`src/common/mem_map_pkg.sv`:
```
// ----------------------------------------------------------
// memory map definitions
// block size, bank numbers, memory configuration and the
// decode result handed from the map to the bus logic
// ----------------------------------------------------------
`default_nettype none

package mem_map_pkg;

	localparam int BLOCK_AW = 12;	// words per block, log2

	typedef logic [2:0] bank_t;

	localparam bank_t SLOW_BANK = 3'd4;
	localparam bank_t KICK_BANK = 3'd7;	// kickstart image

	// chip_size: 0 one block, 1 two blocks, 2/3 four blocks
	typedef struct packed {
		logic [1:0] chip_size;
		logic       slow_en;
	} mem_cfg_t;

	typedef enum logic [2:0] {
		RGN_CHIP,
		RGN_SLOW,
		RGN_REG,
		RGN_KICK,
		RGN_NONE
	} region_e;

	typedef struct packed {
		region_e               region;
		bank_t                 bank;
		logic [BLOCK_AW-1:0]   offset;
		logic                  wblk;	// write goes nowhere
	} map_t;

endpackage

`default_nettype wire

```
`src/common/chip_bus_pkg.sv`:
```
// ----------------------------------------------------------
// bus transport types
// wishbone classic request/response seen by both masters and
// the physical request that reaches the shared ram
// ----------------------------------------------------------
`default_nettype none

package chip_bus_pkg;

	localparam int DMA_AW = 14;	// dma word address width

	// ----------------------------------------------------------
	// wishbone classic
	// ----------------------------------------------------------
	typedef struct packed {
		logic        cyc;
		logic        stb;
		logic        we;
		logic [1:0]  sel;	// [1] upper byte, [0] lower byte
		logic [15:0] adr;	// word address
		logic [15:0] dat;
	} wb_req_t;

	typedef struct packed {
		logic        ack;
		logic [15:0] dat;
	} wb_rsp_t;

	// ----------------------------------------------------------
	// physical ram side, already mapped to bank/offset
	// ----------------------------------------------------------
	typedef struct packed {
		logic                                stb;	// cyc & stb folded
		logic                                we;
		logic [1:0]                          sel;
		mem_map_pkg::bank_t                  bank;
		logic [mem_map_pkg::BLOCK_AW-1:0]    offset;
		logic [15:0]                         dat;
	} ram_req_t;

endpackage

`default_nettype wire

```
`src/source/cpu_bridge.sv`:
```
// ----------------------------------------------------------
// cpu bridge
// steers each decoded cpu cycle to ram, system registers or
// the local unmapped responder and merges the responses
// ----------------------------------------------------------
`timescale 1ns/1ps
`default_nettype none

module cpu_bridge (
	input  wire                    clk,
	input  wire                    reset,
	input  chip_bus_pkg::wb_req_t  cpu_req_i,
	input  mem_map_pkg::map_t      cpu_map_i,
	output chip_bus_pkg::wb_rsp_t  cpu_rsp_o,
	output chip_bus_pkg::ram_req_t ram_req_o,
	input  wire                    ram_ack_i,
	input  wire [15:0]             ram_rdata_i,
	output chip_bus_pkg::wb_req_t  reg_req_o,
	input  wire                    reg_ack_i,
	input  wire [15:0]             reg_rdata_i
);
	import chip_bus_pkg::*;
	import mem_map_pkg::*;

	logic cyc_stb;	// live cpu strobe
	logic is_ram;
	logic is_reg;
	logic is_none;
	logic nm_ack_q;	// unmapped one-shot ack

	assign cyc_stb = cpu_req_i.cyc & cpu_req_i.stb;
	assign is_ram  = (cpu_map_i.region == RGN_CHIP) || (cpu_map_i.region == RGN_SLOW)
		|| (cpu_map_i.region == RGN_KICK);
	assign is_reg  = cpu_map_i.region == RGN_REG;
	assign is_none = cpu_map_i.region == RGN_NONE;

	// ram path, blocked writes still ack but change nothing
	assign ram_req_o.stb    = cyc_stb & is_ram;
	assign ram_req_o.we     = cpu_req_i.we & ~cpu_map_i.wblk;
	assign ram_req_o.sel    = cpu_req_i.sel;
	assign ram_req_o.bank   = cpu_map_i.bank;
	assign ram_req_o.offset = cpu_map_i.offset;
	assign ram_req_o.dat    = cpu_req_i.dat;

	always_comb begin
		reg_req_o     = cpu_req_i;
		reg_req_o.cyc = cpu_req_i.cyc & is_reg;
		reg_req_o.stb = cpu_req_i.stb & is_reg;
	end

	always_ff @(posedge clk) begin
		if (reset)
			nm_ack_q <= 1'b0;
		else
			nm_ack_q <= cyc_stb & is_none & ~nm_ack_q;	// one pulse per cycle
	end

	//----------------------------------------------------------
	// response merge, only one path acks at a time
	//----------------------------------------------------------
	assign cpu_rsp_o.ack = ram_ack_i | reg_ack_i | nm_ack_q;
	assign cpu_rsp_o.dat = ram_ack_i ? ram_rdata_i :
		reg_ack_i ? reg_rdata_i : 16'h0000;	// unmapped reads zero

endmodule

`default_nettype wire

```
`config.mk`:
```
export PLATFORM = sky130hd
export DESIGN_NAME = cpu_bridge
export DESIGN_NICKNAME = d
export VERILOG_FILES = /design/src/common/mem_map_pkg.sv /design/src/common/chip_bus_pkg.sv /design/src/source/cpu_bridge.sv
export SDC_FILE = /design/constraint.sdc
export NUM_CORES = 1
export LEC_CHECK = 0
export ABC_CLOCK_PERIOD_IN_PS = 2000
export BUFFER_PORTS_ARGS = -buffer_cell sky130_fd_sc_hd__buf_2
export CORE_AREA = 5 5 66 68
export DETAILED_ROUTE_END_ITERATION = 6
export DIE_AREA = 0 0 71 73
export GPL_TIMING_DRIVEN = 0
export PLACE_DENSITY = 0.77
export SLEW_MARGIN = 20
export SYNTH_ARGS = -nofsm -noshare
export SYNTH_HDL_FRONTEND = slang
export SYNTH_SLANG_ARGS = --single-unit
export TNS_END_PERCENT = 10
```
`constraint.sdc`:
```
create_clock -name clk -period 2 [get_ports clk]
set_input_delay 0.3 -clock clk [delete_from_list [all_inputs] [get_ports clk]]
set_output_delay 0.3 -clock clk [all_outputs]
set_load 0.02 [all_outputs]
```
Word level (Yosys, flattened, before mapping) --
Index checks and enable logic that the tools add are counted.
Word-level totals: register bits 1, bits of input ports 92, output and inout bits 89
Operators by class: eq/ne operators 4, mux-type cells 2, bitwise gates (word level) 11, reduce and logical (&&, ||, !) cells 3
Operators with widths (count):
- two-way mux 16 bit | 2
- AND 1 bit | 7
- equality test 3 x 2 -> 1 bit (second input constant) | 2
- equality test 3 x 1 -> 1 bit (second input constant) | 1
- equality test 3 bit (second input constant) | 1
- zero test 3 bit | 1
- logical OR 1 bit | 2
- inverter 1 bit | 2
- bitwise OR 1 bit | 2

Logic depth before layout (Yosys ltp) --
Gate-level depths: netlist of run 1.
depth after elaboration 4, gate-level depth with buffers 4, gate-level depth less buffers 2

Worst setup path after synthesis of run 1 --
Ideal clock, no wire load.
path kind input port to output port, from input port ram_ack_i, to output port cpu_rsp_o[3] (netlist name), data arrival time 1.065 ns, required time 1.700 ns, slack 0.635 ns, cell stages on the path 3, buffers on the path 2, cells stage by stage buf_6 buf_4 o21ai_0
RTL lines:
- start: declaration | RTL line cpu_bridge.sv:16 | input wire ram_ack_i,
- end: declaration | RTL line cpu_bridge.sv:14 | output chip_bus_pkg::wb_rsp_t cpu_rsp_o,

==> results of run 1 <==
-- power by group --
| group | switching [mW] | internal, mW |
|---|---|---|
| Sequential | 0.000129 | 0.0206 |
| Combinational | 0.214 | 0.204 |
| Clock | 0 | 0 |
-- critical path, delay by kind of cell --
| family | cells | cell delay [ns] |
|---|---|---|
| simple gates | 1 | 0.22 |
| buf+inv | 3 | 0.47 |
| compound gates | 1 | 0.15 |
-- cells by family (layout without fill, tap and decap cells) --
group | count (synthesis) | in the layout | share of synthesized area (%)
AOI/OAI and AO/OA | 16 | 16 | 16.83
buffers and inverters | 71 | 202 | 68.09
DFF | 1 | 1 | 2.540
and+or+nand+nor | 14 | 14 | 12.54
-- per-layer routing --
metal | vias up | part of all wire [%]
li1 | 535 | -
met5 | - | 0
met2 | 99 | 55
met3 | 0 | 18
met4 | 0 | 0
met1 | 467 | 27
-- cell usage in the layout, fill, tap and decap left out --
master	netlist	layout
buf_2	0	131
buf_4	70	70
a22o_1	14	14
nand2_1	5	5
o21ai_0	2	2
nor3b_1	2	2
buf_6	1	1
nor2b_4	1	1
nor2b_1	1	1
nand2b_1	1	1
or3_1	1	1
and4b_2	1	1
or3b_1	1	1
nor4_2	1	1
dfxtp_1	1	1
-- path summary, 6_finish.rpt --
check                      start             endpoint  depth (start not counted)
max                    reg_ack_i         cpu_rsp_o[7]                          5
max reg2reg  nm_ack_q$_SDFF_PP0_  nm_ack_q$_SDFF_PP0_                          1
min reg2reg  nm_ack_q$_SDFF_PP0_  nm_ack_q$_SDFF_PP0_                          1
min          nm_ack_q$_SDFF_PP0_  nm_ack_q$_SDFF_PP0_                          1
-- final cells by class --
cell class	instances	area, µm²	share of cell area (%)
Timing Repair Buffer	131	655.6	43.52
Buffer	71	536.8	35.63
Multi-Input combinational cell	30	231.5	15.37
Tap cell	50	62.56	4.153
Sequential cell	1	20.02	1.329
-- stage by stage --
step | setup WS, ns | hold slack, ns | cells | util (%) | power (mW)
finish | 0.5629 | 0.4291 | 283 | 39.66 | 0.4388
detailed placement | 0.5436 | 0.4270 | 283 | 39.66 | 0.4448
floorplan | 0.6354 | 0.3723 | 102 | - | 0.3000
global placement | 0.5554 | 0.4194 | 283 | 39.66 | 0.4402
global route | 0.4950 | 0.4413 | 283 | 39.66 | 0.4663
CTS | 0.5436 | 0.4321 | 283 | 39.66 | 0.4453
==> flow_summary.ini, run 1 <==
[critical_path]
rrSetupSlack_ns = 1.36
slowest_delay_ns = 0.22
arrival_ns = 1.14
crit_fanout = 10
path_class = primary input to output port
critPathLaunchType = primary input
path_common_cell = buf_2
end_kind = output port
crit_required_ns = 1.70
worstPathCellList = buf_2 -> nor2b_4 -> buf_4 -> a22o_1 -> buf_2
crit_slowest_cell = nor2b_4

[outcome]
run_status = finished, final reports clean

[cells_and_area]
regMostFlops = nm_ack_q
fin_nets = 327
fillers = 407
drive_gt1_share_pct = 87.98
design_area_um2 = 1506
largest_register_ffs = 1
n_antenna_cell = 0
reg.largest.list = nm_ack_q: 1 flops
synthToLayoutAreaGrowth_pct = 91.11

[clocking]
clk_latency_ns = 0
postCtsHoldBufs = 0
ctsResizeCount = 0
post-cts-setup-buffers = 0
clk_pin_slew_worst_paths_ns = 0

[drt]
vias_per_cell = 3.890
wl_per_cell_um = 12.40
totalWireLength_mm = 3.508
drt_iter0_drc = 6
antenna_left = 0
drc_errors = 0
first_pass_iters = 4
vias = 1101

[synth]
synth_nets = 194
netlist_instances = 102
synth_seq_cells = 1
seq_area_frac_synth_pct = 2.540
synth_cell_type_count = 14
synth_common_cells = buf_4 (70), a22o_1 (14), nand2_1 (5), nor3b_1 (2), o21ai_0 (2)
yosysMostFrequentCell = buf_4
synth_warnings = 0
ys_async_sr_fraction_pct = 0
syn-cell-area_um2 = 788.3
synth_top_area_share_pct = 66.67
synth_area_per_cell_um2 = 7.728
synth_area_leaders = buf_4 (67%), a22o_1 (16%), dfxtp_1 (2.5%), nand2_1 (2.4%), nor3b_1 (1.9%)
synth-main-ff-cell = dfxtp_1
synth_top_area_cell = buf_4
synth_edf_count = 0

[placement]
place.gp.congestion = 0.7646
port_buffers = 131
dp_hpwl_mm = 3.343
placed_area_um2 = 1506

[timing]
finalHoldViolCount = 0
worst_pin_slew_ns = 0.1834
rsz0062_at_grt = no
finalSetupTns_ns = 0
relSlewSlack_pct = 87.67
final_max_slew_viol_count = 0
period_minus_slack_ns = 1.437
setup_viol = 0
skew_ns = 0
timing.final.crit_share_pct = 71.86
clock.fmax_mhz = 695.8

[die]
ioPinCount = 181
dieArea_um2 = 5183
die_x_um = 71
start_util_pct = 20.75
rows = 23
core_area_um2 = 3799
die_y_um = 73

[min_path]
hold_path.class = register to register

[power]
peakVddDrop_v = 0.0001222
powerDensity_nw_per_um2 = 291.3
p_leak_nw = 0.9681

[global_route]
grt_max_degree = 11
grtUsageTotal_pct = 11.38
met2_usage_pct = 24.10
grt_pass1_vias = 1105
top_usage_layer = met2
grt_pass1_wl_mm = 4.981
grt_overflow_total = 0
use_met1_pct = 9.820
antenna_found_initial = 0
use_met3_pct = 6.061

[flow_run]
cap_violations = 0
No activity file was read; power rests on OpenSTA's default activity.
==> run 2: changes to the inputs <==
--- a/config.mk
+++ b/config.mk
@@ -5,13 +5,14 @@
 export SDC_FILE = /design/constraint.sdc
 export NUM_CORES = 1
 export LEC_CHECK = 0
-export ABC_CLOCK_PERIOD_IN_PS = 2000
+export ABC_AREA = 1
+export ABC_CLOCK_PERIOD_IN_PS = 1420
 export BUFFER_PORTS_ARGS = -buffer_cell sky130_fd_sc_hd__buf_2
-export CORE_AREA = 5 5 66 68
+export CORE_AREA = 5 5 68 70
 export DETAILED_ROUTE_END_ITERATION = 6
-export DIE_AREA = 0 0 71 73
+export DIE_AREA = 0 0 73 75
 export GPL_TIMING_DRIVEN = 0
-export PLACE_DENSITY = 0.77
+export PLACE_DENSITY = 0.78
 export SLEW_MARGIN = 20
 export SYNTH_ARGS = -nofsm -noshare
 export SYNTH_HDL_FRONTEND = slang
==> constraint.sdc (replaced) <==
create_clock -name clk -period 1.42 [get_ports clk]
set_input_delay 0.213 -clock clk [delete_from_list [all_inputs] [get_ports clk]]
set_output_delay 0.213 -clock clk [all_outputs]
set_load 0.02 [all_outputs]
==> run 2 against run 1 <==
Net effect:
- routed wire length up 8.6%
- final cell count up 14%
- via count up 14%
- core utilization up 3.2 points
- register-to-register slack worse by 0.49 ns
- highest routed layer unchanged
==> flow_summary.ini, run 2 <==
[power]
switchingPower_uw = 335.9
p_clk_share_pct = 0
combPwrFrac_pct = 95.6
p_leak_nw = 1.105
powerDensity_nw_per_um2 = 393.1
internal_power_uw = 323.6
swShare_pct = 50.93
seqPwrFrac_pct = 4.4
peakVddDrop_v = 0.0002096

[timing]
setup_viol = 0
finalHoldViolCount = 0
worst_pin_slew_ns = 0.1494
rsz0062_at_grt = no
final_max_slew_viol_count = 0
timing.final.crit_share_pct = 73.41
skew_ns = 0
whs_ns = 0.4694
finalSetupTns_ns = 0
relSlewSlack_pct = 90.11
clock.fmax_mhz = 959.3
period_minus_slack_ns = 1.042

[clocking]
clk_pin_slew_worst_paths_ns = 0
ctsResizeCount = 0
clk_latency_ns = 0
postCtsHoldBufs = 0
post-cts-setup-buffers = 0

[global_route]
antenna_found_initial = 0
grt_overflow_total = 0
grt_pass1_wl_mm = 5.209
grt_max_degree = 11
grtUsageTotal_pct = 11.38
grt_pass1_vias = 1268

[placement]
dp_hpwl_mm = 3.639
port_buffers = 129
place.gp.congestion = 0.7109
placed_area_um2 = 1678
placedCellCount = 324

[synth]
synth_seq_cells = 1
synth_top_area_share_pct = 52.65
synth_nets = 237
syn-cell-area_um2 = 969.7
synth_common_cells = buf_4 (68), nand2_1 (27), nand2_2 (10), nand3_2 (10)
seq_area_frac_synth_pct = 2.065
synth_edf_count = 0
ys_async_sr_fraction_pct = 0
synth_cell_type_count = 12
netlist_instances = 145
synth_area_per_cell_um2 = 6.687
synth_warnings = 0
synth-main-ff-cell = dfxtp_1
synth_area_leaders = buf_4 (53%), nand2_1 (10%), nand3_2 (10%), nand2_2 (6.5%), nand3_1 (4.1%)
yosysMostFrequentCell = buf_4
synth_top_area_cell = buf_4

[critical_path]
worstPathCellList = buf_6 -> inv_8 -> buf_12 -> nand3_2 -> nand2_2 -> buf_2
crit_required_ns = 1.21
arrival_ns = 0.83
end_kind = output port
crit_slowest_cell = buf_2
critPathLaunchType = primary input
path_class = primary input to output port
crit_fanout = 10
slowest_delay_ns = 0.16

[flow_run]
cap_violations = 0

[drt]
totalWireLength_mm = 3.811
antenna_left = 0
vias = 1257
drt_iter0_drc = 20
drc_errors = 0
vias_per_cell = 3.880
first_pass_iters = 2
wl_per_cell_um = 11.76

[die]
dieArea_um2 = 5475
ioPinCount = 181
rows = 23
die_x_um = 73
die_y_um = 75
core_area_um2 = 3914
start_util_pct = 24.78

[cells_and_area]
reg.largest.list = nm_ack_q: 1 flops
final_util_pct = 42.87
regMostFlops = nm_ack_q
fin_nets = 368
synthToLayoutAreaGrowth_pct = 73.03
largest_register_ffs = 1
drive_gt1_share_pct = 81.39
layout_common_cells = buf_2 (129), buf_4 (68), nand2_1 (27)
design_area_um2 = 1678
final_common_cell = buf_2
finalNonFillerCells = 324
n_antenna_cell = 0

[outcome]
run_status = finished, final reports clean

[min_path]
hold_path.class = primary input to register
-- run 2: worst paths after layout --
path	start	end	slack, ns	cells after the start
worst min register to register	nm_ack_q$_SDFF_PP0_	nm_ack_q$_SDFF_PP0_	0.48	3
worst max-delay path	ram_ack_i	cpu_rsp_o[12]	0.38	6
worst min-delay path	cpu_map_i[16]	nm_ack_q$_SDFF_PP0_	0.47	4
worst max register to register	nm_ack_q$_SDFF_PP0_	nm_ack_q$_SDFF_PP0_	0.87	3
-- run 2: cells by family after synthesis --
family / count (synthesis) / synth area share (%)
buffers and inverters: 82 / 63.87
and+or+nand+nor: 62 / 34.07
DFF: 1 / 2.065
-- run 2: per-layer routing --
metal  track usage, %  up-vias  wire, µm
li1                 -      633         -
met5                0        -         0
met4                0        0         0
met2            24.93       90      2177
met1            10.96      534      1125
met3            2.937        0       508
-- run 2: critical path, delay by kind of cell --
family | cells | cell delay [ns]
buffers and inverters | 4 | 0.49
AND/OR/NAND/NOR | 2 | 0.13
-- run 2: power groups by stage --
stage | Clock, mW | Combinational [mW] | Sequential [mW]
after floorplan | 0 | 0.429 | 0.0290
after global placement | 0 | 0.628 | 0.0290
after detailed placement | 0 | 0.638 | 0.0290
after CTS | 0 | 0.640 | 0.0290
after global routing | 0 | 0.674 | 0.0290
final | 0 | 0.631 | 0.0290
-- run 2: stage by stage --
stage          setup WS [ns]  total power [mW]
3_5_place_dp          0.3661            0.6671
6_report              0.3775            0.6595
5_1_grt               0.3288            0.7030
3_3_place_gp          0.3826            0.6573
4_1_cts               0.3658            0.6687
2_1_floorplan         0.5124            0.4584
-- run 2: area by class of cell --
| type | count | area (µm²) |
|---|---|---|
| plain buffers | 73 | 578.1 |
| fillers | 436 | 2236 |
| inverters | 9 | 41.29 |
| multi-input cells | 62 | 330.3 |
| flip-flops and latches | 1 | 20.02 |
| well taps | 50 | 62.56 |
| repair buffers | 129 | 645.6 |
