$ cat src/common/mem_map_pkg.sv
// ----------------------------------------------------------
// memory map definitions
// block size, bank numbers, memory configuration and the
// decode result handed from the map to the bus logic
// ----------------------------------------------------------
`default_nettype none

package mem_map_pkg;

	localparam int BLOCK_AW = 12;	// words per block, log2

	typedef logic [2:0] bank_t;

	localparam bank_t SLOW_BANK = 3'd4;
	localparam bank_t KICK_BANK = 3'd7;	// kickstart image

	// chip_size: 0 one block, 1 two blocks, 2/3 four blocks
	typedef struct packed {
		logic [1:0] chip_size;
		logic       slow_en;
	} mem_cfg_t;

	typedef enum logic [2:0] {
		RGN_CHIP,
		RGN_SLOW,
		RGN_REG,
		RGN_KICK,
		RGN_NONE
	} region_e;

	typedef struct packed {
		region_e               region;
		bank_t                 bank;
		logic [BLOCK_AW-1:0]   offset;
		logic                  wblk;	// write goes nowhere
	} map_t;

endpackage

`default_nettype wire

$ cat src/common/chip_bus_pkg.sv
// ----------------------------------------------------------
// bus transport types
// wishbone classic request/response seen by both masters and
// the physical request that reaches the shared ram
// ----------------------------------------------------------
`default_nettype none

package chip_bus_pkg;

	localparam int DMA_AW = 14;	// dma word address width

	// ----------------------------------------------------------
	// wishbone classic
	// ----------------------------------------------------------
	typedef struct packed {
		logic        cyc;
		logic        stb;
		logic        we;
		logic [1:0]  sel;	// [1] upper byte, [0] lower byte
		logic [15:0] adr;	// word address
		logic [15:0] dat;
	} wb_req_t;

	typedef struct packed {
		logic        ack;
		logic [15:0] dat;
	} wb_rsp_t;

	// ----------------------------------------------------------
	// physical ram side, already mapped to bank/offset
	// ----------------------------------------------------------
	typedef struct packed {
		logic                                stb;	// cyc & stb folded
		logic                                we;
		logic [1:0]                          sel;
		mem_map_pkg::bank_t                  bank;
		logic [mem_map_pkg::BLOCK_AW-1:0]    offset;
		logic [15:0]                         dat;
	} ram_req_t;

endpackage

`default_nettype wire

$ cat src/source/memory/chip_arbiter.sv
// ----------------------------------------------------------
// chip ram arbiter
// two masters with dma priority, registered grant held until
// the ram acks, then handed to a waiting master
// ----------------------------------------------------------
`timescale 1ns/1ps
`default_nettype none

module chip_arbiter (
	input  wire                    clk,
	input  wire                    reset,
	input  chip_bus_pkg::ram_req_t dma_req_i,
	input  chip_bus_pkg::ram_req_t cpu_req_i,
	output chip_bus_pkg::ram_req_t ram_req_o,
	input  wire                    ram_ack_i,
	output logic                   dma_ack_o,
	output logic                   cpu_ack_o
);
	import chip_bus_pkg::*;

	logic gnt_dma_q;
	logic gnt_cpu_q;

	always_ff @(posedge clk) begin
		if (reset) begin
			gnt_dma_q <= 1'b0;
			gnt_cpu_q <= 1'b0;
		end else if (ram_ack_i) begin
			// acked master still holds stb this edge, only the other one may go
			gnt_dma_q <= gnt_cpu_q & dma_req_i.stb;
			gnt_cpu_q <= gnt_dma_q & cpu_req_i.stb;
		end else if (!gnt_dma_q && !gnt_cpu_q) begin
			gnt_dma_q <= dma_req_i.stb;	// dma first, like the chipset
			gnt_cpu_q <= ~dma_req_i.stb & cpu_req_i.stb;
		end
	end

	//----------------------------------------------------------
	// request mux and ack return
	//----------------------------------------------------------
	always_comb begin
		ram_req_o = '0;	// idle bus when nobody owns it
		if (gnt_dma_q)
			ram_req_o = dma_req_i;
		else if (gnt_cpu_q)
			ram_req_o = cpu_req_i;
	end

	assign dma_ack_o = ram_ack_i & gnt_dma_q;
	assign cpu_ack_o = ram_ack_i & gnt_cpu_q;

endmodule

`default_nettype wire

$ cat config.mk
export PLATFORM = sky130hd
export DESIGN_NAME = chip_arbiter
export DESIGN_NICKNAME = d
export VERILOG_FILES = /design/src/common/mem_map_pkg.sv /design/src/common/chip_bus_pkg.sv /design/src/source/memory/chip_arbiter.sv
export SDC_FILE = /design/constraint.sdc
export NUM_CORES = 1
export LEC_CHECK = 0
export BUFFER_PORTS_ARGS = -buffer_cell sky130_fd_sc_hd__buf_2
export CORE_MARGIN = 8
export CORE_UTILIZATION = 24
export DETAILED_ROUTE_END_ITERATION = 16
export HOLD_SLACK_MARGIN = 0.05
export PLACE_DENSITY = 0.93
export SLEW_MARGIN = 20
export SYNTH_ARGS = -nofsm -noshare
export SYNTH_HDL_FRONTEND = slang
export SYNTH_SLANG_ARGS = --single-unit
export TNS_END_PERCENT = 5
$ cat constraint.sdc
create_clock -name clk -period 2 [get_ports clk]
set_input_delay 0.2 -clock clk [delete_from_list [all_inputs] [get_ports clk]]
set_output_delay 0.2 -clock clk [all_outputs]
set_load 0.01 [all_outputs]
== After elaboration in Yosys (flattened, before gate mapping) ==
Index checks and enable logic that the tools add are counted.
Cells by class
  multiplexer cells: 6
  bitwise logic cells: 6
  reduce and logical (&&, ||, !) cells: 4
Operator list (count)
  35-bit 2-to-1 mux: 2
  1-bit AND: 5
  1-bit 2-to-1 mux: 4
  1-bit logical NOT: 2
  2-bit nonzero test: 1
  1-bit logical AND: 1
  1-bit inverter: 1
Storage, ports and cells
  register bits: 2
  output and inout bits: 37
  word-level logic and storage cells: 18

== Longest topological paths before layout ==
Gate-level depths: netlist (run 1).
  word-level depth: 4
  gate-level depth with buffers: 4

== Worst setup path after synthesis (run 1) ==
OpenSTA, ideal clock, no wires.
  kind: reg2out
  from: register gnt_cpu_q
  to: output ram_req_o[10] (netlist bit)
  arrival time: 950 ps
  data required time: 1800 ps
  setup slack: 850 ps
  stages on the path, launching flop included: 5
  buffers on the path: 2
  path through: dfxtp_1 > nor2b_1 > buf_2 > buf_4 > a22o_1
RTL lines
  from (decl): line chip_arbiter.sv:22  | logic gnt_cpu_q;
  from (signal assigned): line chip_arbiter.sv:31  | gnt_cpu_q <= gnt_dma_q & cpu_req_i.stb;
  from (signal assigned): line chip_arbiter.sv:34  | gnt_cpu_q <= ~dma_req_i.stb & cpu_req_i.stb;
  to (decl): line chip_arbiter.sv:14  | output chip_bus_pkg::ram_req_t ram_req_o,

==> results of run 1 <==
==> critical path, delay by kind of cell, from the launching register on <==
kind	cells	cell delay [ns]
AO/OA/AOI/OAI	1	0.16
buffers and inverters	2	0.35
flip-flops	1	0.37
AND/OR/NAND/NOR	1	0.18
==> sequential cells by signal, indices dropped and copies added (netlist names) <==
signal     count
gnt_cpu_q      1
gnt_dma_q      1
==> cell usage in the layout, fill, tap and decap left out <==
cell type | synthesis | routed
buf_2 | 4 | 109
inv_2 | 1 | 1
or4b_1 | 1 | 1
nand2b_1 | 2 | 2
a22o_1 | 35 | 35
xor2_1 | 1 | 1
nor2b_2 | 0 | 1
nand3_1 | 1 | 1
o32ai_1 | 1 | 1
buf_4 | 3 | 4
a31oi_1 | 1 | 1
and2_1 | 2 | 2
dfxtp_1 | 2 | 2
clkbuf_4 | 0 | 3
==> per-layer routing <==
metal	global-route usage, %	vias to the layer above	wire length [um]
met5	0	-	0
met3	7.31	2	487
met2	25.2	66	1390
li1	-	453	-
met1	16.4	368	1080
met4	7.14	0	27
==> worst max-delay path by stage <==
stage / from / end
2_1_floorplan: gnt_cpu_q / ram_req_o[10]
3_3_place_gp: gnt_dma_q / gnt_cpu_q
3_5_place_dp: gnt_dma_q / gnt_cpu_q
4_1_cts: gnt_cpu_q / ram_req_o[32]
5_1_grt: gnt_cpu_q / ram_req_o[26]
6_report: gnt_cpu_q / ram_req_o[18]
==> metrics by stage <==
stage	total power, W	util (%)
2_1_floorplan	0.000157	-
3_3_place_gp	0.000284	54.3
3_5_place_dp	0.000286	54.3
4_1_cts	0.000379	55.5
5_1_grt	0.000404	55.5
6_report	0.000373	55.5
==> Yosys cell counts, types with 2 or more instances <==
cell	count
a22o_1	35
buf_2	4
buf_4	3
and2_1	2
dfxtp_1	2
nand2b_1	2
==> area by class of cell <==
class                   instances  area, um2  share of cell area (%)
clock buffers                   3       22.5                    2.14
flip-flops and latches          2       40.0                    3.80
inverters                       1       3.75                   0.356
repair buffers                113        576                    54.6
well taps                      27       33.8                    3.20
multi-input cells              45        379                    35.9
==> cells by family (layout without fill, tap and decap cells) <==
family | after synthesis | after routing | synth area share [%]
AO/OA/AOI/OAI | 37 | 37 | 68.9
XOR/XNOR | 1 | 1 | 1.88
buffers and inverters | 9 | 117 | 10.7
flip-flops | 2 | 2 | 8.58
AND/OR/NAND/NOR | 7 | 7 | 9.92
==> power groups by stage <==
stage | registers (W) | logic [W] | clock network, W
global route | 0.0000461 | 0.000260 | 0.0000972
floorplan | 0.0000452 | 0.000112 | 0
finish | 0.0000453 | 0.000239 | 0.0000885
CTS | 0.0000454 | 0.000241 | 0.0000932
global placement | 0.0000457 | 0.000238 | 0
detailed placement | 0.0000458 | 0.000240 | 0
==> results.md, run 1 <==
* Drc violations at 0
* Yosys top cell by area: a22o_1
* Via-to-Cell Ratio at 4.65
* Register area share after synthesis at 8.58%
* Synth Cell Area at 467 um2
* Initial antenna violation count at 0
* DP Wirelength at 2590 um
* Ys flop type: dfxtp_1
* Chip Height at 60.1 um
* Final period utilization at 74.4%
* Post-synthesis cell count at 56
* Placed cell areas at 1030 um2
* Critical Path RT at 1.80 ns
* Fill count at 187
* DIE AREA at 3610 um2
* Gr usage total at 15.5%
* Row count at 16
* Final slew viol count at 0
* Hold endpoint: gnt_cpu_q
* Initial core utilization at 24.5%
* Synth top area share at 65.7%
* Total number of vias at 889
* Critical path type: reg2out
* Switching power at 0.000134 W
* Distinct cells, synth at 14
* CP Cell Sequence: nor2b_2 > buf_4 > a22o_1 > buf_2
* FMAX at 672 MHz
* Root buf cell: clkbuf_4
* Min-delay worst type: in2reg
* GRT overflow at 0
* Critical Path Max Stage Delay at 0.37 ns
* FF+latch count, synth at 2
* Worst slack at placement at 0.704 ns
* Crit. End Element: primary output
* # port buffers at 109
* CTS tree: done
* Max_cap viols at 0
* Layout cells sized above 1 at 72.0%
* R2R Setup Slk at 0.70 ns
* Register-to-Register Path Depth at 3
* DIE WIDTH at 60.1 um
* RSZ-0062 raised after global routing: false
* Clock tree sinks at 2
* Final Cell Area at 1050 um2
* Setup violators final at 0
* Slew headroom at 84.7%
* Synth Area per Inst at 8.33 um2
* Final ANT Viol Nets at 0
* Clock power share at 23.7%
* Nets at 239
* Maximum buffer depth of the clock tree at 2
* CTS Buf Count at 3
* Warnings from Yosys at 0
* Leak pwr at 0.673 nW
* Final clock skew at 0.00119 ns
* Top post-synthesis cells by area: a22o_1 (66%), dfxtp_1 (8.6%), buf_4 (4.8%)
* Outcome: finished clean
* Insertion delay to the later sink of the worst-skew pair at 0.22 ns
* Sw frac at 35.8%
* Comb pwr share at 64.1%
* Final Hold Fails at 0
* Worst-margin pin slew at 0.230 ns
* Asr flop ratio synth at 0%
* Internal power at 0.000239 W
* Reg-to-Reg Start: gnt_dma_q
* Post-CTS Hold Buffers at 0
* Power density over the cells at 353 nW/um2
* First-pass GRT wire length at 4310 um
* Routed len/inst at 15.6 um
* CTS H-Tree Depth at 1
* Ports at 110
* Reg power frac at 12.2%
* Gpl congestion at 0.696
* Clock slew at reported path FFs at 0.03 ns
* Worst r2r dst: gnt_cpu_q
* Placed Instances at 188
* Syn_nets at 129
* Crit-path slowest cell: dfxtp_1
* # Post-CTS Setup Buffers at 0
* Post-synth EDFFs at 0
* Final TNS setup at 0 ns
* Antenna diode count at 0
* Largest net degree at the start of global routing at 25
* Maximum fanout along the worst path at 20
* Critical path arrival at 1.29 ns
* Min-delay src: reset
* Minimum clock period at 1.49 ns
* Syn-to-layout area delta at 126%
* Final worst slack at 0.511 ns
* Post_cts resized at 0
* Hold WS at 0.162 ns
* Hold depth at 2
* Worst setup SP type: flip-flop
* Final non-filler cell total at 191
* Iter 0 DRT Violations at 64
* Vias in the first global route at 884
* Drt total wl at 2990 um
* First-pass DRT Iterations at 4
* Core outline area at 1900 um2
* Peak VDD IR at 0.000188 V
No activity file was read; power rests on OpenSTA's default activity.
==> inputs of run 2 (changes only) <==
--- a/config.mk
+++ b/config.mk
@@ -5,12 +5,13 @@
 export SDC_FILE = /design/constraint.sdc
 export NUM_CORES = 1
 export LEC_CHECK = 0
+export ABC_AREA = 1
 export BUFFER_PORTS_ARGS = -buffer_cell sky130_fd_sc_hd__buf_2
 export CORE_MARGIN = 8
 export CORE_UTILIZATION = 24
 export DETAILED_ROUTE_END_ITERATION = 16
 export HOLD_SLACK_MARGIN = 0.05
-export PLACE_DENSITY = 0.93
+export PLACE_DENSITY = 0.83
 export SLEW_MARGIN = 20
 export SYNTH_ARGS = -nofsm -noshare
 export SYNTH_HDL_FRONTEND = slang
==> constraint.sdc (replaced) <==
create_clock -name clk -period 1.2 [get_ports clk]
set_input_delay 0.12 -clock clk [delete_from_list [all_inputs] [get_ports clk]]
set_output_delay 0.12 -clock clk [all_outputs]
set_load 0.01 [all_outputs]
==> run 2 against run 1 <==
Worst setup slack worse by 0.49 ns. Clock-buffer cell count unchanged. Sequential cell count stayed put. Cell count rose by 40%. Wire length is 5.4% higher. Critical path type unchanged. Critical endpoint is now ram_req_o[19].
==> results.md, run 2 <==
* DIE AREA at 4490 um2
* Peak VDD IR at 0.000313 V
* DIE WIDTH at 67.0 um
* Final ANT Viol Nets at 0
* Routed len/inst at 11.7 um
* Drt total wl at 3150 um
* Warnings from Yosys at 0
* Min-delay src: reset
* Maximum buffer depth of the clock tree at 2
* Setup violators final at 0
* Power density over the cells at 482 nW/um2
* Gpl congestion at 0.693
* Yosys top cell by area: nand2_1
* Most common cell in the synthesized netlist: nand2_1
* Crit. End Element: primary output
* R2R Setup Slk at 0.19 ns
* Critical path arrival at 1.06 ns
* Worst setup SP type: flip-flop
* Tot Pwr at 0.000612 W
* Clock tree sinks at 2
* Chip Height at 67.0 um
* Insertion delay to the later sink of the worst-skew pair at 0.23 ns
* Hold depth at 2
* Commonest non-fill, non-tap cell in the layout: buf_2
* Nets at 313
* Most frequent cells in the layout: buf_2 (108), nand2_1 (70), nand3_1 (32)
* Ports at 110
* RSZ-0062 raised after global routing: true
* CTS tree: done
* Initial antenna violation count at 0
* # port buffers at 109
* Vias in the first global route at 1061
* Hold WS at 0.0601 ns
* Commonest cells post-synth: nand2_1 (72), nand3_1 (36), buf_4 (6), buf_2 (4), inv_1 (3)
* Post-synth EDFFs at 0
* Synth top area share at 43.3%
* Crit-path slowest cell: dfxtp_4
* Final Hold Fails at 0
* Fin util at 51.2%
* First-pass DRT Iterations at 4
* Largest delay share family, worst path: flip-flops
* Row count at 18
* Syn-to-layout area delta at 103%
* Critical Path Max Stage Delay at 0.41 ns
* Critical path type: reg2out
* Iter 0 DRT Violations at 69
* Final Cell Area at 1270 um2
* Hold endpoint: gnt_cpu_q
* Post-synthesis cell count at 133
* First-pass GRT wire length at 4710 um
* Syn_nets at 206
* Distinct cells, synth at 14
* Final period utilization at 98.2%
* Ys flop type: dfxtp_1
* Critical Path RT at 1.08 ns
* Most used cell, CP: nand2_1
* Synth Area per Inst at 4.69 um2
* Min-delay worst type: in2reg
* Via-to-Cell Ratio at 4.46
* Final worst slack at 0.0212 ns
* Worst slack at placement at 0.124 ns
* FMAX at 848 MHz
* Core outline area at 2480 um2
* CP Cell Sequence: buf_12 > nand2_1 > nand2_1 > buf_2
* FF+latch count, synth at 2
* Slew headroom at 90.0%
* Layout cells sized above 1 at 53.4%
* Minimum clock period at 1.18 ns
* Final slew viol count at 0
* Register area share after synthesis at 6.41%
* Drc violations at 0
* Initial core utilization at 25.2%
* Maximum fanout along the worst path at 20
* Register-to-Register Path Depth at 5
* Post-CTS Hold Buffers at 0
* Top post-synthesis cells by area: nand2_1 (43%), nand3_1 (29%), buf_4 (7.2%)
* Synth Cell Area at 624 um2
* CP bufs+invs at 2
* Largest net degree at the start of global routing at 38
* # Post-CTS Setup Buffers at 0
* Total number of vias at 1195
* Placed cell areas at 1160 um2
* Largest regs: gnt_cpu_q: 1 flops, gnt_dma_q: 1 flops
* Worst-margin pin slew at 0.149 ns
* CTS H-Tree Depth at 1
* Antenna diode count at 0
* Gr usage total at 12.7%
* CTS Buf Count at 3
* GRT overflow at 0
* DP Wirelength at 2600 um
* Max_cap viols at 0
* Leak pwr at 0.879 nW
* Final clock skew at 0.00155 ns
* Asr flop ratio synth at 0%
* Worst r2r dst: gnt_cpu_q
* Reg-to-Reg Start: gnt_dma_q
* Clock slew at reported path FFs at 0.03 ns
* Outcome: finished clean
* Root buf cell: clkbuf_4
==> run 2: changes by cell type in the layout (fill, tap and decap cells not counted), sizes merged, moves of 3 or more <==
cell and change:
o21ai +3, a22o -35, inv +4, nand2 +72, nand3 +35
==> run 2: area by class of cell <==
| class | count | area (um2) |
|---|---|---|
| Timing Repair Buffer | 113 | 617 |
| Inverter | 5 | 31.3 |
| Clock buffer | 3 | 22.5 |
| Multi-Input combinational cell | 115 | 515 |
| Sequential cell | 2 | 45.0 |
| Fill cell | 272 | 1210 |
| Tap cell | 30 | 37.5 |
==> run 2: report_power, final <==
part | switching, W | internal, W | total, W
sequential | 0.00000837 | 0.0000703 | 0.0000786
combinational | 0.000190 | 0.000191 | 0.000381
clock | 0.0000414 | 0.000111 | 0.000152
==> run 2: layer usage <==
metal	vias up	share of wire (%)	GRT usage [%]
met2	56	50	22.5
met1	500	35	13.9
met3	2	14	3.69
li1	637	-	-
met5	-	0	0
met4	0	0.54	4.70
==> run 2: worst max-delay path by stage <==
stage / start / endpoint / slack [ns] / cells past startpoint
after global placement: gnt_dma_q / ram_req_o[34] / 0.15 / 4
after detailed placement: gnt_dma_q / ram_req_o[34] / 0.12 / 4
final: gnt_dma_q / ram_req_o[19] / 0.02 / 4
after global routing: gnt_dma_q / ram_req_o[32] / -0.05 / 4
after CTS: gnt_dma_q / ram_req_o[17] / 0.009 / 4
after floorplan: gnt_dma_q / ram_req_o[10] / 0.28 / 5
==> run 2: repair_timing <==
| item | CTS | global route |
|---|---|---|
| endpoints found under the setup margin | 36 | 36 |
| resized for setup | 11 | 13 |
| endpoints found under the hold margin | 0 | 0 |
| pin swaps | 0 | 2 |
==> run 2: metrics by stage <==
stage,std cells,TNS (ns)
floorplan,133,0
global placement,265,0
detailed placement,265,0
CTS,268,0
global route,268,-0.762
finish,268,0
==> run 2: logic make-up (layout without fill, tap and decap cells) <==
family | after synthesis | count (layout) | share of synthesized area (%)
simple gates | 109 | 109 | 72.7
buf+inv | 16 | 121 | 15.6
compound gates | 6 | 6 | 5.21
flops | 2 | 2 | 6.41
