File: src/common/mem_map_pkg.sv
// ----------------------------------------------------------
// memory map definitions
// block size, bank numbers, memory configuration and the
// decode result handed from the map to the bus logic
// ----------------------------------------------------------
`default_nettype none

package mem_map_pkg;

	localparam int BLOCK_AW = 12;	// words per block, log2

	typedef logic [2:0] bank_t;

	localparam bank_t SLOW_BANK = 3'd4;
	localparam bank_t KICK_BANK = 3'd7;	// kickstart image

	// chip_size: 0 one block, 1 two blocks, 2/3 four blocks
	typedef struct packed {
		logic [1:0] chip_size;
		logic       slow_en;
	} mem_cfg_t;

	typedef enum logic [2:0] {
		RGN_CHIP,
		RGN_SLOW,
		RGN_REG,
		RGN_KICK,
		RGN_NONE
	} region_e;

	typedef struct packed {
		region_e               region;
		bank_t                 bank;
		logic [BLOCK_AW-1:0]   offset;
		logic                  wblk;	// write goes nowhere
	} map_t;

endpackage

`default_nettype wire

File: src/common/chip_bus_pkg.sv
// ----------------------------------------------------------
// bus transport types
// wishbone classic request/response seen by both masters and
// the physical request that reaches the shared ram
// ----------------------------------------------------------
`default_nettype none

package chip_bus_pkg;

	localparam int DMA_AW = 14;	// dma word address width

	// ----------------------------------------------------------
	// wishbone classic
	// ----------------------------------------------------------
	typedef struct packed {
		logic        cyc;
		logic        stb;
		logic        we;
		logic [1:0]  sel;	// [1] upper byte, [0] lower byte
		logic [15:0] adr;	// word address
		logic [15:0] dat;
	} wb_req_t;

	typedef struct packed {
		logic        ack;
		logic [15:0] dat;
	} wb_rsp_t;

	// ----------------------------------------------------------
	// physical ram side, already mapped to bank/offset
	// ----------------------------------------------------------
	typedef struct packed {
		logic                                stb;	// cyc & stb folded
		logic                                we;
		logic [1:0]                          sel;
		mem_map_pkg::bank_t                  bank;
		logic [mem_map_pkg::BLOCK_AW-1:0]    offset;
		logic [15:0]                         dat;
	} ram_req_t;

endpackage

`default_nettype wire

File: src/source/memory/mem_map.sv
// ----------------------------------------------------------
// memory map
// decodes cpu and dma word addresses into region, bank and
// offset, folding chip blocks per the memory configuration
// ----------------------------------------------------------
`timescale 1ns/1ps
`default_nettype none

module mem_map (
	input  wire [15:0]                       cpu_adr_i,
	input  wire                              cpu_we_i,
	input  wire [chip_bus_pkg::DMA_AW-1:0]   dma_adr_i,
	input  wire                              ovl_i,
	input  mem_map_pkg::mem_cfg_t            mem_cfg_i,
	output mem_map_pkg::map_t                cpu_map_o,
	output mem_map_pkg::map_t                dma_map_o
);
	import chip_bus_pkg::*;
	import mem_map_pkg::*;

	logic [15-BLOCK_AW:0] cpu_blk;	// top address nibble

	// chip mirror, block number ANDed with 0, 1 or 3
	function automatic bank_t chip_bank(input logic [1:0] blk, input mem_cfg_t cfg);
		logic [1:0] mask;
		case (cfg.chip_size)
			2'd0:    mask = 2'b00;
			2'd1:    mask = 2'b01;
			default: mask = 2'b11;
		endcase
		return {1'b0, blk & mask};
	endfunction

	assign cpu_blk = cpu_adr_i[15:BLOCK_AW];

	//----------------------------------------------------------
	// cpu side
	//----------------------------------------------------------
	always_comb begin
		cpu_map_o.region = RGN_NONE;
		cpu_map_o.bank   = '0;
		cpu_map_o.offset = cpu_adr_i[BLOCK_AW-1:0];
		cpu_map_o.wblk   = 1'b0;
		case (cpu_blk)
			4'h0, 4'h1, 4'h2, 4'h3: begin
				cpu_map_o.region = RGN_CHIP;
				cpu_map_o.bank   = chip_bank(cpu_blk[1:0], mem_cfg_i);
				if (ovl_i && !cpu_we_i && cpu_blk == 4'h0) begin	// overlay read
					cpu_map_o.region = RGN_KICK;
					cpu_map_o.bank   = KICK_BANK;
				end
			end
			4'h4: if (mem_cfg_i.slow_en) begin
				cpu_map_o.region = RGN_SLOW;
				cpu_map_o.bank   = SLOW_BANK;
			end
			4'hE: cpu_map_o.region = RGN_REG;
			4'hF: begin
				cpu_map_o.region = RGN_KICK;
				cpu_map_o.bank   = KICK_BANK;
				cpu_map_o.wblk   = ~ovl_i;	// rom once boot load is over
			end
			default: ;	// 5..D unmapped
		endcase
	end

	// dma only reaches chip blocks
	assign dma_map_o.region = RGN_CHIP;
	assign dma_map_o.bank   = chip_bank(dma_adr_i[DMA_AW-1:BLOCK_AW], mem_cfg_i);
	assign dma_map_o.offset = dma_adr_i[BLOCK_AW-1:0];
	assign dma_map_o.wblk   = 1'b0;

endmodule

`default_nettype wire

File: config.mk
export PLATFORM = sky130hd
export DESIGN_NAME = mem_map
export DESIGN_NICKNAME = d
export VERILOG_FILES = /design/src/common/mem_map_pkg.sv /design/src/common/chip_bus_pkg.sv /design/src/source/memory/mem_map.sv
export SDC_FILE = /design/constraint.sdc
export NUM_CORES = 1
export LEC_CHECK = 0
export ABC_AREA = 1
export BUFFER_PORTS_ARGS = -buffer_cell sky130_fd_sc_hd__buf_2
export CAP_MARGIN = 15
export CORE_MARGIN = 1.5
export CORE_UTILIZATION = 28
export DETAILED_ROUTE_END_ITERATION = 10
export GPL_TIMING_DRIVEN = 0
export PLACE_DENSITY = 0.89
export SYNTH_ARGS = -nofsm -noshare
export SYNTH_HDL_FRONTEND = slang
export SYNTH_SLANG_ARGS = --single-unit
File: constraint.sdc
create_clock -name vclk -period 1.1
set_input_delay 0.11 -clock vclk [all_inputs]
set_output_delay 0.11 -clock vclk [all_outputs]
set_load 0.02 [all_outputs]
After elaboration in Yosys (flattened, before gate mapping)
Cells that the tools add are included.
{"block": "word_totals", "input_bits": 35, "out_inout_bits": 38, "word_cells": 23, "ff_bits": 0}
{"block": "classes", "n_mux": 7, "n_reduce_logical": 6, "eq_ne": 7, "bitwise_logic": 3}
{"cell": "one-hot mux 3 bit (4 select lines)", "count": 1}
{"cell": "one-hot mux 3 bit (3 select lines)", "count": 1}
{"cell": "== test 4 x 2 -> 1 bit, second input constant", "count": 2}
{"cell": "== test 4 bit, second input constant", "count": 2}
{"cell": "two-way mux 6 bit", "count": 1}
{"cell": "two-way mux 5 bit", "count": 1}
{"cell": "bitwise AND 2 bit", "count": 2}
{"cell": "== test 4 x 1 -> 1 bit, second input constant", "count": 1}
{"cell": "== test 4 x 3 -> 1 bit, second input constant", "count": 1}
{"cell": "logical NOT 4 bit", "count": 1}
{"cell": "one-hot mux 2 bit (2 select lines)", "count": 1}
{"cell": "OR reduction 4 bit", "count": 1}
{"cell": "== test 2 x 1 -> 1 bit, second input constant", "count": 1}
{"cell": "logical AND 1 bit", "count": 2}
{"cell": "logical NOT 2 bit", "count": 1}
{"cell": "two-way mux 2 bit", "count": 1}
{"cell": "logical NOT 1 bit", "count": 1}
{"cell": "two-way mux 1 bit", "count": 1}
{"cell": "NOT 1 bit", "count": 1}

Depth between registers and ports, before layout
Gate-level depths: netlist of the first run.
{"block": "logic_depth", "depth_word": 6, "depth_mapped": 5, "mapped_depth_nobuf": 5}

Worst setup path after synthesis of the first run
No wires, ideal clock.
{"block": "synth_path", "kind": "input port to output port", "start": "input port cpu_adr_i[15]", "end": "output port cpu_map_o[0] (netlist bit)", "path_slack_ps": 394, "path_buffers": 0, "path_stages": 2, "t_arrival_ps": 596, "required_time_ps": 990, "cell_sequence": "nand4_1 -> nor2_1"}
{"element": "start, declared", "line": "mem_map.sv:10", "rtl": "input wire [15:0] cpu_adr_i,"}
{"element": "end, declared", "line": "mem_map.sv:15", "rtl": "output mem_map_pkg::map_t cpu_map_o,"}

==> metrics, run 1 <==
status finished clean; Worst VDD drop approximately 0.19 mV; vias after detailed routing around 480; hpwl dp 881 µm; footprint of the multi-input gates between 100 and 150 µm²; RSZ-0062 raised after global routing no; die area between 0.0015 and 0.002 mm²; total negative slack 0 ns; layout cells sized above 1 between 70% and 80%; seq_cells 0; vias in the first global route 277; Yosys warnings 0; Worst Path Arrival approximately 0.84 ns; Routed WL between 900 and 1000 µm; Worst Hold Class primary input to output pin; GPL Wtd Cong 0.636; total gr overflow 0; post-route ant nets 0; IO Pins 73; Final Setup Violations 0; Finished Layout Cells ~120; max-cap violations 0; total chip power 295 µW; worst path buffer plus inverter count 2; post-CTS setup buffer count 0; crit start category primary input; Layout Nets about 140; Seq/Total Area, Yosys 0%; CP max stage cell nor2_2; GRT Overall Usage 9.11%; M3 GR Usage 0%; Crit path required time between 0.9 and 1 ns; PortBufs 44; Hold Crit Start dma_adr_i[10]; fin crit share around 87%; synth unique cells 11; fillers approximately 110; pin count of the biggest net entering global routing 6; post-cts hold buffer count 0; Avg Cell Area, Syn approximately 6.2 µm²; critical setup path kind primary input to output pin; Rows 12; Gate Count Post-Synth roughly 60; Starting Density approximately a third; grt met2 use between 20% and 30%; Max Slew Vio Count 0; Via-to-Cell Ratio slightly below 4; Final Hold Viols 0; slowest stage delay, CP 0.19 ns; Hold EP dma_map_o[11]; Die W between 30 and 40 µm; Layout area overhead 69.2%; met1 usage roughly 9.8%; Critical Path End Type output pin; power per standard cell area around 480 mW/mm²; cell repeated most along the worst path buf_2; Die H 39.1 µm; Core Area 0.00116 mm²; clk_buf instances 0; diode count 0; first-pass GRT wire length between 1000 and 1500 µm; cell total after placement roughly 120; First-pass DRT Iterations 4; delay-heaviest family, CP simple AND/OR/NAND/NOR gates; Iteration-0 DRC Markers 3; crit path time final between 0.9 and 1 ns; Peak Freq ~1000 MHz; initial antenna violation count 0; global routing's busiest layer met2; leakage power approximately 0.43 nW; Avg WL per Cell approximately 7.8 µm; FF/Latch Area 0 µm²; WHS about 0.44 ns; post-CTS sizing 0; CP Cell Sequence buf_2 > nor2_2 > nand3_2 > nand3_1 > buf_2; hold path cells 2; crit-path max FO 5; Post-route DRC 0; Cell Area, Synth roughly 370 µm²
layout make-up:
| type | instances | share of cell area (%) |
|---|---|---|
| repair buffers | 44 | 35.6 |
| well taps | 14 | 2.83 |
| plain buffers | 29 | 35.2 |
| inverters | 6 | 3.64 |
| multi-input cells | 28 | 22.7 |
synth_stat cells, drive strengths merged:
| cell | instances | share of area (%) |
|---|---|---|
| buf | 29 | 60 |
| nand4 | 1 | 1.7 |
| nand3 | 10 | 15 |
| nand2 | 5 | 5.1 |
| conb | 1 | 1.0 |
| o21a | 1 | 2.1 |
| nand3b | 1 | 2.1 |
| inv | 6 | 6.2 |
| nor2 | 5 | 7.2 |
kinds of logic after synthesis:
logic type             synth area share [%]
and+or+nand+nor                        31.2
AOI/OAI and AO/OA                      2.06
buffers and inverters                  65.8
other                                  1.03
stage by stage:
stage	area (µm²)	worst slack, ns	util, %
CTS	618	0.164	53.5
floorplan	380	0.394	-
detailed placement	618	0.164	53.5
global placement	618	0.180	53.5
finish	618	0.146	53.5
global route	618	0.0947	53.5
routing by layer:
metal	part of all wire (%)	up-vias
li1	-	250
met1	32	186
met2	53	39
met3	16	0
met4	0	0
met5	0	-
how the worst max path moves through the flow:
stage                        startpoint       endpoint  slack [ns]  depth (start not counted)
final                     cpu_adr_i[12]  cpu_map_o[15]        0.15                          5
after global routing      cpu_adr_i[12]  cpu_map_o[13]        0.09                          5
after CTS                 cpu_adr_i[12]  cpu_map_o[13]        0.16                          5
after detailed placement  cpu_adr_i[12]  cpu_map_o[16]        0.16                          5
after global placement    cpu_adr_i[12]  cpu_map_o[15]        0.18                          5
after floorplan           cpu_adr_i[15]   cpu_map_o[0]        0.39                          2
layout by cell type (no fill, tap or decap), drive strengths merged:
cell type and n:
nand2 5, o21a 1, buf 73, conb 5
nand4 1, nor2 5, nand3 10, nand3b 1
inv 6
where the power goes:
part / switching [mW] / leakage [nW] / internal, mW
combinational: 0.160 / 0.434 / 0.135
sequential: 0 / 0 / 0
clock: 0 / 0 / 0
Note: power is estimated with default switching activity, not from simulation.
==> inputs of run 2 (changes only) <==
--- a/config.mk
+++ b/config.mk
@@ -12,7 +12,7 @@
 export CORE_UTILIZATION = 28
 export DETAILED_ROUTE_END_ITERATION = 10
 export GPL_TIMING_DRIVEN = 0
-export PLACE_DENSITY = 0.89
+export PLACE_DENSITY = 0.95
 export SYNTH_ARGS = -nofsm -noshare
 export SYNTH_HDL_FRONTEND = slang
 export SYNTH_SLANG_ARGS = --single-unit
==> run 2 against run 1 <==
  * Fmax decreased by 0.99%
  * Routed wire length is 3.1% lower
  * Final cell count unchanged
  * Die area stayed put
  * Worst setup slack worse by 0.0095 ns
  * Hold slack hardly changed
  * Largest power group unchanged
==> metrics, run 2 (synthesis results as in run 1) <==
status finished clean; total negative slack 0 ns; Die H around 40 µm; Via-to-Cell Ratio between 3 and 4; Max Slew Vio Count 0; layout cells sized above 1 between 70% and 80%; most common cell after layout, fill and taps aside buf_2; First-pass DRT Iterations 5; Comb pwr share 100.0%; die area between 0.0015 and 0.002 mm²; Final Hold Viols 0; diode count 0; Design Area, Final 618 µm²; Worst Hold Class primary input to output pin; first-pass GRT wire length 1120 µm; Peak Freq 1040 MHz; critical setup path kind primary input to output pin; post-CTS setup buffer count 0; vias in the first global route between 300 and 400; RSZ-0062 raised after global routing no; FF/Latch Area 0 µm²; post-route ant nets 0; register share of total power 0%; Worst Path Arrival about 0.85 ns; clk_buf instances 0; GRT Overall Usage roughly a tenth; Placed Instance Area between 600 and 700 µm²; post-CTS sizing 0; crit-path max FO 5; Routed WL approximately 910 µm; crit start category primary input; worst setup path endpoint cpu_map_o[14]; Sw Ratio between 50% and 60%; post-cts hold buffer count 0; PortBufs 44; Crit path required time about 0.99 ns; Layout Nets between 100 and 150; most frequent cells in the layout buf_2, buf_4, nand3_1; Iteration-0 DRC Markers 3; max-cap violations 0; Internal Dissipation 135 µW; clock network power share 0%; fin crit share between 80% and 90%; initial antenna violation count 0; Core Area approximately 0.0012 mm²; crit path time final around 0.96 ns; Worst VDD drop 0.210 mV; Die W 39.1 µm; Critical Path End Type output pin; pin count of the biggest net entering global routing 6; Avg WL per Cell 7.52 µm; worst setup path startpoint cpu_adr_i[12]; Final Setup Violations 0; IO Pins 73; vias after detailed routing roughly 480; power per standard cell area about 480 mW/mm²; Layout area overhead 69.2%; Starting Density about a third; leakage power around 0.43 nW; Post-route DRC 0; GPL Wtd Cong around 0.65; total gr overflow 0; seq_cells 0; Rows 12; P_sw roughly 160 µW
==> run 2: area by class of cell <==
type,count,area (µm²)
Multi-Input combinational cell,28,140
Fill cell,113,538
Buffer,29,218
Inverter,6,22.5
Tap cell,14,17.5
Timing Repair Buffer,44,220
==> run 2: per-stage QoR <==
stage | instances | worst slack [ns] | hold slack (ns) | total power, mW | util (%)
floorplan | 63 | 0.394 | 0.300 | 0.210 | -
global placement | 121 | 0.192 | 0.438 | 0.292 | 53.5
detailed placement | 121 | 0.135 | 0.437 | 0.296 | 53.5
CTS | 121 | 0.131 | 0.438 | 0.297 | 53.5
global route | 121 | 0.0326 | 0.441 | 0.318 | 53.5
finish | 121 | 0.137 | 0.436 | 0.295 | 53.5
==> run 2: layer usage <==
metal	track usage (%)	share of wire, %	routed length [µm]	vias up
met5	0	0	0	-
met4	1.72	0	0	0
met3	0	19	175	0
met2	21.3	47	430	48
met1	10.5	33	304	179
li1	-	-	-	248
==> run 2: worst max-delay path: stages <==
cell and delay [ns]:
buf_2 0.12, nor2_2 0.19, nand3_2 0.16, nand3_1 0.10
buf_2 0.17
==> run 2: how the worst min path moves through the flow <==
stage | start | to | slack, ns | cells after the start
2_1_floorplan | ovl_i | cpu_map_o[0] | 0.30 | 1
3_3_place_gp | dma_adr_i[2] | dma_map_o[3] | 0.44 | 2
3_5_place_dp | dma_adr_i[5] | dma_map_o[6] | 0.44 | 2
4_1_cts | dma_adr_i[10] | dma_map_o[11] | 0.44 | 2
5_1_grt | cpu_adr_i[3] | cpu_map_o[4] | 0.44 | 2
6_report | dma_adr_i[2] | dma_map_o[3] | 0.44 | 2
==> run 2: power groups by stage <==
stage	Clock, mW	Combinational [mW]	Sequential (mW)
floorplan	0	0.210	0
global placement	0	0.292	0
detailed placement	0	0.296	0
CTS	0	0.297	0
global route	0	0.318	0
finish	0	0.295	0
==> inputs of run 3 (changes only) <==
--- a/config.mk
+++ b/config.mk
@@ -13,6 +13,7 @@
 export DETAILED_ROUTE_END_ITERATION = 10
 export GPL_TIMING_DRIVEN = 0
 export PLACE_DENSITY = 0.95
+export RECOVER_POWER = 50
 export SYNTH_ARGS = -nofsm -noshare
 export SYNTH_HDL_FRONTEND = slang
 export SYNTH_SLANG_ARGS = --single-unit
==> run 3 against run 2 <==
  * Non-clock buffer count unchanged
  * Fmax about the same
  * Worst setup slack about the same
  * Global-route usage unchanged
  * Critical path depth unchanged
  * Final cell count unchanged
  * Utilization decreased by 1.7 points
  * First-iteration DRC count unchanged
  * Die area unchanged
  * Count of clock-buffer cells in the layout unchanged
  * Sequential cell count unchanged
  * Critical endpoint unchanged
==> metrics, run 3 (synthesis results as in run 1) <==
First-pass DRT Iterations 5; GRT Overall Usage roughly 9.9%; fin crit share about 88%; pin count of the biggest net entering global routing 6; Peak Freq 1040 MHz; Worst Path Arrival ~0.85 ns; Hold Crit Start dma_adr_i[7]; crit start category primary input; Routed WL ~910 µm; leakage power roughly 0.39 nW; initial antenna violation count 0; Crit path required time 0.99 ns; PortBufs 44; total negative slack 0 ns; Internal Dissipation 126 µW; Max Slew Vio Count 0; Core Area around 0.0012 mm²; fillers ~130; Sw Ratio between 50% and 60%; max-cap violations 0; first-pass GRT wire length roughly 1100 µm; Comb pwr share 100.0%; Critical Path End Type output pin; Hold EP dma_map_o[8]; Final Hold Viols 0; FF/Latch Area 0 µm²; Avg WL per Cell 7.55 µm; Starting Density a little under a third; Die H a little under 40 µm; crit-path max FO 5; post-CTS setup buffer count 0; clock network power share 0%; Via-to-Cell Ratio between 3 and 4; most common cell after layout, fill and taps aside buf_4; Die W 39.1 µm; post-cts hold buffer count 0; seq_cells 0; layout cells sized above 1 around 57%; Worst Hold Class primary input to output pin; register share of total power 0%; Worst VDD drop approximately 0.21 mV; Layout area overhead 63.7%; post-route ant nets 0; P_sw 161 µW; Layout Nets 144; status finished clean; hold path cells 2; WHS between 0.4 and 0.5 ns; total gr overflow 0; vias in the first global route 318; IO Pins 73; clk_buf instances 0; Post-route DRC 0; Iteration-0 DRC Markers 3; crit path time final 0.963 ns; Rows 12; critical setup path kind primary input to output pin; diode count 0; post-CTS sizing 0; die area about 0.0015 mm²; Final Setup Violations 0; vias after detailed routing ~470; RSZ-0062 raised after global routing no; power per standard cell area 481 mW/mm²; most frequent cells in the layout buf_4, buf_2, clkbuf_1; GPL Wtd Cong 0.654
[run 3: cell types whose count changed in the layout (fill, tap and decap cells not counted), sizes merged]
| cell | delta |
|---|---|
| buf | -16 |
| clkbuf | +16 |
[run 3: worst max path at each step]
stage / from / end / slack [ns] / cells past startpoint
detailed placement: cpu_adr_i[12] / cpu_map_o[13] / 0.13 / 5
floorplan: cpu_adr_i[15] / cpu_map_o[0] / 0.39 / 2
global placement: cpu_adr_i[14] / cpu_map_o[15] / 0.19 / 5
global route: cpu_adr_i[12] / cpu_map_o[13] / 0.03 / 5
finish: cpu_adr_i[12] / cpu_map_o[14] / 0.14 / 5
CTS: cpu_adr_i[12] / cpu_map_o[13] / 0.13 / 5
[run 3: final cells by class]
type	count	area [µm²]	area share (%)
Tap cell	14	17.5	2.93
Inverter	6	22.5	3.77
Timing Repair Buffer	44	200	33.5
Buffer	29	218	36.4
Multi-Input combinational cell	28	140	23.4
[run 3: worst max-delay path, stage by stage]
cell	delay (ns)
buf_2	0.12
nor2_2	0.19
nand3_2	0.16
nand3_1	0.10
buf_2	0.17
[run 3: power groups by stage]
stage,Clock (mW),Combinational (mW),Sequential (mW)
after floorplan,0,0.210,0
after global placement,0,0.292,0
after detailed placement,0,0.296,0
after CTS,0,0.297,0
after global routing,0,0.310,0
final,0,0.288,0
[run 3: per-stage QoR]
step	total power [mW]	area, µm²	util [%]	setup slack, ns	instances
floorplan	0.210	380	-	0.394	63
global placement	0.292	618	53.5	0.192	121
detailed placement	0.296	618	53.5	0.135	121
CTS	0.297	618	53.5	0.131	121
global route	0.310	598	51.7	0.0326	121
finish	0.288	598	51.7	0.137	121
[run 3: layer usage]
metal	vias to the layer above	GRT usage (%)	part of all wire (%)
met5	-	0	0
met4	0	1.72	0
met3	0	0	19
met2	48	21.3	47
met1	177	10.5	34
li1	248	-	-
